`config.mk`:
```
export PLATFORM = sky130hd
export DESIGN_NAME = lru_tracker
export DESIGN_NICKNAME = d
export VERILOG_FILES = /design/src/design/cache_geom_pkg.sv /design/src/design/lru_tracker.sv
export SDC_FILE = /design/constraint.sdc
export NUM_CORES = 1
export LEC_CHECK = 0
export BUFFER_PORTS_ARGS = -buffer_cell sky130_fd_sc_hd__buf_2
export CAP_MARGIN = 20
export CORE_MARGIN = 2
export CORE_UTILIZATION = 70
export CTS_BUF_LIST = sky130_fd_sc_hd__clkbuf_4 sky130_fd_sc_hd__clkbuf_8
export CTS_CLUSTER_SIZE = 8
export DETAILED_ROUTE_END_ITERATION = 10
export GPL_TIMING_DRIVEN = 0
export PLACE_DENSITY = 0.95
export SLEW_MARGIN = 25
export SYNTH_ARGS = -nofsm -noshare
export SYNTH_HDL_FRONTEND = slang
export SYNTH_SLANG_ARGS = --single-unit
```
`constraint.sdc`:
```
create_clock -name clk -period 6 [get_ports clk]
set_input_delay 0.3 -clock clk [delete_from_list [all_inputs] [get_ports clk]]
set_output_delay 0.3 -clock clk [all_outputs]
set_load 0.02 [all_outputs]
```
`src/design/cache_geom_pkg.sv`:
```
package cache_geom_pkg;

    localparam int ADDR_W = 11;
    localparam int OFF_W  = 2;
    localparam int BLK_W  = ADDR_W - OFF_W;

    typedef logic [ADDR_W-1:0] addr_t;
    typedef logic [BLK_W-1:0]  blk_t;    // memory block number
    typedef logic [7:0]        byte_t;
    typedef logic [31:0]       line_t;   // one block of four bytes
    typedef logic [OFF_W-1:0]  offset_t;

    localparam int L1_LINES = 8;
    typedef logic [2:0] l1_idx_t;
    typedef logic [5:0] l1_tag_t;

    localparam int L2_WAYS_DEF = 4;
    localparam int L2_SETS     = 16;
    typedef logic [3:0] l2_idx_t;
    typedef logic [4:0] l2_tag_t;

    localparam int MEM_BLOCKS = 512;

    function automatic blk_t addr_blk(addr_t a);
        return a[ADDR_W-1:OFF_W];
    endfunction

    function automatic offset_t addr_off(addr_t a);
        return a[OFF_W-1:0];
    endfunction

    // block number split for the two caches
    function automatic l1_idx_t l1_index_of(blk_t b);
        return b[2:0];
    endfunction

    function automatic l1_tag_t l1_tag_of(blk_t b);
        return b[BLK_W-1:3];
    endfunction

    function automatic l2_idx_t l2_set_of(blk_t b);
        return b[3:0];
    endfunction

    function automatic l2_tag_t l2_tag_of(blk_t b);
        return b[BLK_W-1:4];
    endfunction

    function automatic byte_t line_byte(line_t l, offset_t off);
        return l[off*8 +: 8];    // byte 0 sits in the low bits
    endfunction

endpackage

```
`src/design/lru_tracker.sv`:
```
`timescale 1ns/1ns

module lru_tracker import cache_geom_pkg::*; #(
    parameter int  NUM_WAYS = L2_WAYS_DEF,
    localparam int WAY_W    = $clog2(NUM_WAYS)
) (
    input  logic             clk,
    input  logic             rst_n,
    input  l2_idx_t          set,
    input  logic             touch,
    input  logic [WAY_W-1:0] way,
    output logic [WAY_W-1:0] victim
);
    // age 0 is least recently used, NUM_WAYS-1 most recent
    logic [WAY_W-1:0] age_q [L2_SETS][NUM_WAYS];

    always_comb
    begin
        victim = '0;
        for (int w = 0; w < NUM_WAYS; w++)
        begin
            if (age_q[set][w] == '0)
                victim = WAY_W'(w);
        end
    end

    always_ff @(posedge clk)
    begin
        if (!rst_n)
        begin
            for (int s = 0; s < L2_SETS; s++)
                for (int w = 0; w < NUM_WAYS; w++)
                    age_q[s][w] <= WAY_W'(w);    // ages start equal to way numbers
        end
        else if (touch)
        begin
            for (int w = 0; w < NUM_WAYS; w++)
            begin
                if (WAY_W'(w) == way)
                    age_q[set][w] <= WAY_W'(NUM_WAYS - 1);
                else if (age_q[set][w] > age_q[set][way])
                    age_q[set][w] <= age_q[set][w] - 1'b1;    // younger ways step down
            end
        end
    end

endmodule

```
==> impl_metrics.json, run 1 <==
{
  "status": "completed",
  "layout-drive-gt1-share": 0.165,
  "syn_area_mm2": 0.00664,
  "synthMuxAreaShare": 0.133,
  "vias": 5145,
  "tns_ns": 0,
  "grt_pass1_vias": 5118,
  "fp.coreArea_mm2": 0.00924,
  "drc": 0,
  "wirelength_um": 18900,
  "fillers": 462,
  "dp_slack_ns": 1.26,
  "dr.pass1.iters": 11,
  "insertion_delay_ns": 0.46,
  "layout_setup_ws_ns": 1.35,
  "num_rows": 35,
  "hold_viol": 0,
  "grt_pass1_wl_um": 28400,
  "synth_simple_gate_area_frac": 0.144,
  "cts_made_buffers": 17,
  "io_pins": 11,
  "largest_register_ff_count": 128,
  "grt_start_max_net_pins": 17,
  "cts_max_path_buffers": 2,
  "grt_antenna_before_repair": 0,
  "critPathKind": "input pin to flop",
  "drt_iter0_drc": 1002,
  "syn_inst": 525,
  "dp_hpwl_um": 12800,
  "layout_common_cells": "edfxtp_1, nand2_1, o21ai_0, nor2_1, nor3_1",
  "worstPathMaxFanout": 10,
  "fp.dieW_um": 101,
  "synth.avg_cell_area_um2": 12.6,
  "detail_route.wl_per_cell_um": 27.3,
  "nets": 571,
  "tritoncts": "built",
  "viasPerCell": 7.42,
  "path_clk_slew_ns": 0.07,
  "ir_drop_mv": 0.173,
  "endpoint_kind": "flop",
  "synth_fa_ha_area_frac": 0.0207,
  "crit_slowest_cell": "clkbuf_1",
  "clock-root-buffer": "clkbuf_8",
  "cts-resized-gates": 0,
  "place_congestion": 0.964,
  "synth_xor_xnor_area_share": 0.00264,
  "p_per_area_mw_per_mm2": 285,
  "yosysUniqueCellTypes": 41,
  "fmax_mhz": 215,
  "cap_violations": 0,
  "mostFrequentLayoutCell": "edfxtp_1",
  "post_cts_buffers": 0,
  "hp-class": "input pin to flop",
  "portBuffers": 7,
  "synth_top_family_by_area": "simple AND/OR/NAND/NOR gates",
  "clock_skew_ns": 0.0111,
  "syn-num-nets": 545,
  "start_kind": "input pin",
  "ant_nets": 0,
  "yosysSeqAreaShare": 0.579,
  "worst_slew_pin_slew_ns": 1.00,
  "grt_overflow": 0,
  "die_area_mm2": 0.0103,
  "rsz0062_at_grt": "false",
  "synth_seq_cells": 128,
  "min_period_ns": 4.65,
  "path_cells": "buf_2, clkbuf_1, mux4_2, a22o_1, nor2_1, mux4_2, ha_1, nor2b_1, o21ai_1, inv_1, o21ai_0, clkbuf_1, o21ai_0",
  "setup_violations": 0,
  "die_h_um": 101,
  "synth-compound-area-share": 0.0820,
  "max_flop_register": "age_q",
  "cp.required_ns": 6.14,
  "yosys_warnings": 0,
  "maxSlewViolCount": 0,
  "p_leak_uw": 0.00218,
  "grt_use_total": 0.393,
  "cts_sinks": 128,
  "initial_utilization": 0.718,
  "cp_slowest_stage_delay_ns": 0.72,
  "post-route-period-util": 0.774,
  "n_antenna_cell": 0,
  "postCtsHoldBufs": 0,
  "syn_to_final_growth_pct": 9.11,
  "largest_registers": "age_q x128",
  "cts-htree-levels": 4,
  "cp.arrival_ns": 4.79,
  "relSlewSlack": 0.327
}
[cell type report]
class | instances | area (um2) | area share
flip-flops and latches | 128 | 3840 | 0.531
multi-input cells | 346 | 2540 | 0.350
clock buffers | 18 | 241 | 0.0334
plain buffers | 41 | 218 | 0.0301
clock inverters | 14 | 166 | 0.0230
well taps | 129 | 161 | 0.0223
inverters | 10 | 37.5 | 0.00518
repair buffers | 7 | 35.0 | 0.00484
[power breakdown]
part	total, uW	switching (uW)	internal, uW	leakage, uW
registers	1010	7.56	1000	0.00111
logic	271	188	83.1	0.000872
clock network	779	365	414	0.000200
[routing by layer]
metal  vias to the layer above  part of all wire  wire, um  global-route usage
met4                         0             0.079      1490               0.235
met3                       166              0.14      2720               0.135
met1                      2357              0.31      5780               0.461
li1                       2027                 -         -                   -
met5                         -                 0         0                   0
met2                       595              0.47      8930               0.633
[final timing paths]
kind | start | cells after the start | slack [ns] | to
worst max-delay path | set[1] | 13 | 1.35 | age_q[7][5]
worst min-delay path | rst_n | 3 | 0.46 | age_q[14][2]
worst max register to register | age_q[5][4] | 12 | 1.58 | age_q[7][5]
worst min register to register | age_q[14][2] | 5 | 1.19 | age_q[14][2]
[synthesized netlist by cell type (all sizes together)]
library cell / instances / area [um2]
nor2b: 9 / 56.3
nor2: 55 / 216
a31oi: 1 / 21.3
mux2i: 3 / 42.5
and4: 1 / 8.76
a22o: 13 / 123
nand2: 84 / 315
ha: 11 / 138
nor3: 39 / 252
mux4: 34 / 818
nor4: 2 / 27.5
o21ai: 69 / 345
edfxtp: 128 / 3840
nand3b: 1 / 7.51
o2111ai: 2 / 17.5
nand3: 4 / 20.0
a21o: 1 / 7.51
mux2: 2 / 22.5
xnor2: 1 / 8.76
o21a: 2 / 15.0
a21oi: 3 / 15.0
xor2: 1 / 8.76
or2: 2 / 12.5
and2: 2 / 12.5
buf: 16 / 124
inv: 10 / 37.5
nand2b: 4 / 25.0
clkbuf: 25 / 93.8
[through the flow]
stage / util / hold WS (ns) / std cells / power, uW / area [um2]
after global routing: 0.783 / 0.454 / 693 / 2090 / 7240
after CTS: 0.783 / 0.441 / 693 / 2030 / 7240
after floorplan: - / 0.648 / 525 / 1210 / 6640
final: 0.783 / 0.457 / 693 / 2060 / 7240
after global placement: 0.739 / 0.892 / 661 / 1260 / 6830
after detailed placement: 0.739 / 0.903 / 661 / 1280 / 6830
[worst max-delay path: cells and delay by family]
| family | cells | cell delay (ns) |
|---|---|---|
| AOI/OAI and AO/OA | 4 | 1.54 |
| adders and majority gates | 1 | 0.26 |
| buffers and inverters | 4 | 1.50 |
| muxes | 2 | 0.79 |
| and+or+nand+nor | 2 | 0.37 |
[logic make-up (layout without fill, tap and decap cells)]
| family | Yosys count | count (layout) |
|---|---|---|
| AND/OR/NAND/NOR | 203 | 203 |
| flip-flops | 128 | 128 |
| AO/OA/AOI/OAI | 91 | 91 |
| buffers and inverters | 51 | 90 |
| multiplexers | 39 | 39 |
| adder cells (fa/ha/maj) | 11 | 11 |
| XOR/XNOR | 2 | 2 |
Power figures use the tool's default switching activity.
==> inputs of run 2 (changes only) <==
--- a/config.mk
+++ b/config.mk
@@ -8,12 +8,12 @@
 export BUFFER_PORTS_ARGS = -buffer_cell sky130_fd_sc_hd__buf_2
 export CAP_MARGIN = 20
 export CORE_MARGIN = 2
-export CORE_UTILIZATION = 70
+export CORE_UTILIZATION = 65
 export CTS_BUF_LIST = sky130_fd_sc_hd__clkbuf_4 sky130_fd_sc_hd__clkbuf_8
 export CTS_CLUSTER_SIZE = 8
 export DETAILED_ROUTE_END_ITERATION = 10
 export GPL_TIMING_DRIVEN = 0
-export PLACE_DENSITY = 0.95
+export PLACE_DENSITY = 0.91
 export SLEW_MARGIN = 25
 export SYNTH_ARGS = -nofsm -noshare
 export SYNTH_HDL_FRONTEND = slang
==> constraint.sdc (replaced) <==
create_clock -name clk -period 4.5 [get_ports clk]
set_input_delay 0.225 -clock clk [delete_from_list [all_inputs] [get_ports clk]]
set_output_delay 0.225 -clock clk [all_outputs]
set_load 0.02 [all_outputs]
==> run 2 against run 1 <==
Against the previous run: non-clock buffer count stayed put; critical endpoint is now age_q[13][5]; clock power grew 45%; critical path depth is the same; clock skew grew 0.0069 ns; combinational power is 31% higher; utilization decreased by 4.1 points; worst hold slack worse by 0.075 ns; sequential share of layout area shrank 0.36 points; critical path type unchanged; count of clock-buffer cells in the layout is 1 lower.
==> impl_metrics.json, run 2 (same netlist as run 1, synthesis figures left out) <==
{
  "hold_ws_ns": 0.382,
  "status": "completed",
  "num_rows": 36,
  "wirelength_um": 17900,
  "initial_utilization": 0.676,
  "fp.coreArea_mm2": 0.00982,
  "path_clk_slew_ns": 0.07,
  "p_total_uw": 2830,
  "dr.pass1.iters": 8,
  "min_period_ns": 4.27,
  "fillers": 596,
  "hold_viol": 0,
  "post_cts_buffers": 0,
  "ir_drop_mv": 0.294,
  "cp.arrival_ns": 4.46,
  "r2r_setup_slack_ns": 0.33,
  "tritoncts": "built",
  "largest_registers": "age_q x128",
  "portBuffers": 7,
  "grt_start_max_net_pins": 17,
  "reg2reg_depth": 12,
  "detail_route.wl_per_cell_um": 25.7,
  "vias": 5072,
  "post-route-period-util": 0.949,
  "worstReg2RegEnd": "age_q[13][5]",
  "die_area_mm2": 0.0110,
  "start_kind": "input pin",
  "drc": 0,
  "largest_register_ff_count": 128,
  "clock-root-buffer": "clkbuf_8",
  "insertion_delay_ns": 0.47,
  "r2r-start": "age_q[4][7]",
  "worstHoldPathCells": 3,
  "cp.required_ns": 4.69,
  "grt_pass1_vias": 5125,
  "route.met3.wl_um": 2740,
  "cap_violations": 0,
  "relSlewSlack": 0.392,
  "rsz0062_at_grt": "false",
  "endpoint_kind": "flop",
  "cts-resized-gates": 0,
  "layout_common_cells": "edfxtp_1, nand2_1, o21ai_0, nor2_1, nor3_1",
  "worst_slew_pin_slew_ns": 0.912,
  "grt_pass1_wl_um": 27900,
  "clock_skew_ns": 0.0179,
  "fp.dieW_um": 105,
  "grt_use_total": 0.345,
  "viasPerCell": 7.28,
  "p_leak_uw": 0.00220,
  "cts_sinks": 128,
  "hold_end": "age_q[14][2]",
  "route.top_layer_used": "met4",
  "postCtsHoldBufs": 0,
  "grt_overflow": 0,
  "grt_antenna_before_repair": 0,
  "setup_violations": 0,
  "dp_hpwl_um": 12300,
  "multi_input_area_mm2": 0.00254,
  "cts_made_buffers": 17,
  "regArea_mm2": 0.00384,
  "maxSlewViolCount": 0,
  "max_flop_register": "age_q",
  "fmax_mhz": 234,
  "nets": 571,
  "syn_to_final_growth_pct": 9.84,
  "mostFrequentLayoutCell": "edfxtp_1",
  "hold_path.startpoint": "touch",
  "io_pins": 11,
  "ant_nets": 0,
  "n_antenna_cell": 0,
  "hp-class": "input pin to flop",
  "wl_met2_um": 8490,
  "critPathKind": "input pin to flop",
  "place_congestion": 0.953,
  "cts_max_path_buffers": 2,
  "worstPathMaxFanout": 10,
  "drt_iter0_drc": 1026,
  "layout-drive-gt1-share": 0.167,
  "cts-htree-levels": 4,
  "die_h_um": 105,
  "wl_met1_um": 5570,
  "p_per_area_mw_per_mm2": 389
}
run 2: per-stage QoR:
step                area, um2  utilization  worst slack [ns]  instances  TNS [ns]
floorplan                6640            -             0.864        525         0
global placement         6840        0.696            0.0530        665         0
detailed placement       6840        0.696            -0.159        665     -3.85
CTS                      7290        0.742             0.219        697         0
global route             7290        0.742            0.0356        697         0
finish                   7290        0.742             0.232        697         0
run 2: layout make-up:
class,instances,area share
inverter,10,0.00515
timing repair buffer,7,0.00481
buffer,41,0.0299
tap,133,0.0228
multi-input combinational,346,0.348
clock buffer,17,0.0321
sequential,128,0.527
clock inverter,15,0.0299
run 2: where the power goes:
| part | switching (uW) | internal, uW |
|---|---|---|
| clock | 478 | 655 |
| combinational | 243 | 111 |
| sequential | 9.64 | 1340 |
run 2: metal layers:
layer  GRT usage  up-vias
met1       0.418     2354
met4       0.192        0
met5           0        -
li1            -     2030
met2       0.549      558
met3       0.110      130
run 2: worst max-delay path by stage:
stage,start,cells after the start,slack [ns],end
finish,set[1],13,0.23,age_q[13][5]
CTS,set[1],13,0.22,age_q[6][4]
global route,set[1],13,0.04,age_q[10][6]
detailed placement,set[1],13,-0.16,age_q[4][5]
global placement,set[1],13,0.05,age_q[2][4]
floorplan,set[0],14,0.86,age_q[4][6]
run 2: worst max-delay path, stage by stage:
cell	delay (ns)
buf_2	0.19
clkbuf_1	0.71
mux4_2	0.44
a22o_1	0.28
nor2_1	0.24
mux4_2	0.35
ha_1	0.26
nor2b_1	0.14
o21ai_1	0.30
nor2_1	0.10
o21ai_1	0.57
clkbuf_1	0.50
nor2_1	0.12
==> inputs of run 3 (changes only) <==
--- a/config.mk
+++ b/config.mk
@@ -7,8 +7,11 @@
 export LEC_CHECK = 0
 export BUFFER_PORTS_ARGS = -buffer_cell sky130_fd_sc_hd__buf_2
 export CAP_MARGIN = 20
+export CELL_PAD_IN_SITES_DETAIL_PLACEMENT = 2
+export CELL_PAD_IN_SITES_GLOBAL_PLACEMENT = 2
+export CORE_ASPECT_RATIO = 0.9
 export CORE_MARGIN = 2
-export CORE_UTILIZATION = 65
+export CORE_UTILIZATION = 46
 export CTS_BUF_LIST = sky130_fd_sc_hd__clkbuf_4 sky130_fd_sc_hd__clkbuf_8
 export CTS_CLUSTER_SIZE = 8
 export DETAILED_ROUTE_END_ITERATION = 10
==> run 3 against run 2 <==
Against the previous run: global-route usage down 2.9 points; largest power group unchanged; wire length up 28%; clock power down 27%; critical path depth down 1; largest cell class unchanged.
==> impl_metrics.json, run 3 (same netlist as run 1, synthesis figures left out) <==
{
  "setup_violations": 0,
  "fp.coreArea_mm2": 0.0141,
  "cp.arrival_ns": 4.47,
  "ir_drop_mv": 0.186,
  "initial_utilization": 0.472,
  "layout-drive-gt1-share": 0.165,
  "cp.required_ns": 4.66,
  "post_cts_buffers": 0,
  "cts-htree-levels": 4,
  "hp-class": "input pin to flop",
  "worstReg2RegEnd": "age_q[4][7]",
  "worstPathMaxFanout": 10,
  "cap_violations": 0,
  "dp_hpwl_um": 17100,
  "cts_sinks": 128,
  "p_leak_uw": 0.00215,
  "drt_iter0_drc": 393,
  "hold_path.startpoint": "touch",
  "r2r-start": "age_q[7][7]",
  "syn_to_final_growth_pct": 8.88,
  "route.met3.wl_um": 1600,
  "viasPerCell": 6.37,
  "rsz0062_at_grt": "false",
  "route.top_layer_used": "met4",
  "nets": 571,
  "wl_met1_um": 9200,
  "place_congestion": 0.862,
  "die_h_um": 118,
  "hold_end": "age_q[6][4]",
  "cts_max_path_buffers": 2,
  "cts_made_buffers": 17,
  "dr.pass1.iters": 6,
  "grt_use_total": 0.316,
  "insertion_delay_ns": 0.45,
  "grt_pass1_vias": 5210,
  "critPathKind": "flop to flop",
  "maxSlewViolCount": 0,
  "hold_ws_ns": 0.447,
  "hold_viol": 0,
  "largest_registers": "age_q x128",
  "num_rows": 41,
  "fmax_mhz": 232,
  "grt_start_max_net_pins": 17,
  "wl_met2_um": 11300,
  "min_period_ns": 4.30,
  "grt_pass1_wl_um": 34100,
  "status": "completed",
  "grt_antenna_before_repair": 0,
  "detail_route.wl_per_cell_um": 30.4,
  "endpoint_kind": "flop",
  "n_antenna_cell": 0,
  "reg2reg_depth": 12,
  "worstHoldPathCells": 4,
  "worst_slew_pin_slew_ns": 0.889,
  "drc": 0,
  "portBuffers": 7,
  "clock-root-buffer": "clkbuf_8",
  "p_per_area_mw_per_mm2": 354,
  "path_clk_slew_ns": 0.07,
  "vias": 4811,
  "r2r_setup_slack_ns": 0.20,
  "start_kind": "flop",
  "layout_common_cells": "edfxtp_1, nand2_1, o21ai_0, nor2_1, nor3_1",
  "largest_register_ff_count": 128,
  "fp.dieW_um": 131,
  "cts-resized-gates": 3,
  "mostFrequentLayoutCell": "edfxtp_1",
  "post-route-period-util": 0.957,
  "die_area_mm2": 0.0154,
  "relSlewSlack": 0.402,
  "io_pins": 11,
  "tritoncts": "built",
  "wirelength_um": 22900,
  "max_flop_register": "age_q",
  "ant_nets": 0,
  "fillers": 1390,
  "clock_skew_ns": 0.00872,
  "tns_ns": 0,
  "grt_overflow": 0,
  "postCtsHoldBufs": 0
}
run 3: cell count changes in the layout (fill, tap and decap cells not counted):
| cell | previous run | this run |
|---|---|---|
| clkbuf_2 | 0 | 4 |
| o21ai_2 | 0 | 2 |
| clkinvlp_4 | 4 | 1 |
| clkinv_4 | 2 | 0 |
| bufinv_16 | 5 | 0 |
| clkinv_2 | 4 | 5 |
| clkinv_1 | 0 | 5 |
| o21ai_1 | 4 | 2 |
| clkbuf_4 | 0 | 2 |
| clkbuf_1 | 25 | 21 |
run 3: routing by layer:
metal / vias up / track usage
li1: 2027 / -
met1: 2510 / 0.402
met2: 222 / 0.521
met3: 52 / 0.0818
met4: 0 / 0.114
met5: - / 0
run 3: critical path: stages (launching register included):
cell and delay, ns:
edfxtp_1 0.38, mux4_1 0.55, mux2i_1 0.40, nand2_1 0.11, o21ai_0 0.19, mux4_2 0.38
ha_1 0.27, nor2b_1 0.16, o2111ai_1 0.46, o21a_1 0.27, clkbuf_2 0.27, buf_2 0.36
o21ai_0 0.20
run 3: worst max path at each step:
stage	startpoint	end	cells after the start
6_report	age_q[7][7]	age_q[4][7]	12
5_1_grt	age_q[7][7]	age_q[13][5]	12
4_1_cts	age_q[7][7]	age_q[4][7]	12
3_5_place_dp	set[1]	age_q[7][5]	13
3_3_place_gp	set[1]	age_q[8][4]	13
2_1_floorplan	set[0]	age_q[4][6]	14
run 3: cell type report:
class	instances	area [um2]	share of cell area
multi-input cells	346	2540	0.352
inverters	10	37.5	0.00520
clock buffers	19	249	0.0345
flip-flops and latches	128	3840	0.532
repair buffers	7	35.0	0.00485
clock inverters	11	51.3	0.00710
plain buffers	41	223	0.0308
well taps	193	241	0.0334
run 3: through the flow:
stage | instances | instance area (um2) | utilization | worst slack [ns] | total power, uW
2_1_floorplan | 525 | 6640 | - | 0.864 | 1610
3_3_place_gp | 725 | 6910 | 0.492 | -0.257 | 1700
3_5_place_dp | 725 | 6910 | 0.492 | -0.565 | 1750
4_1_cts | 755 | 7210 | 0.513 | 0.00652 | 2550
5_1_grt | 755 | 7220 | 0.514 | 0.0449 | 2620
6_report | 755 | 7220 | 0.514 | 0.196 | 2550
run 3: where the power goes:
| part | leakage (uW) | switching, uW | internal [uW] | total [uW] |
|---|---|---|---|---|
| logic | 0.000885 | 272 | 113 | 385 |
| clock network | 0.000159 | 451 | 370 | 821 |
| registers | 0.00111 | 10.9 | 1340 | 1350 |
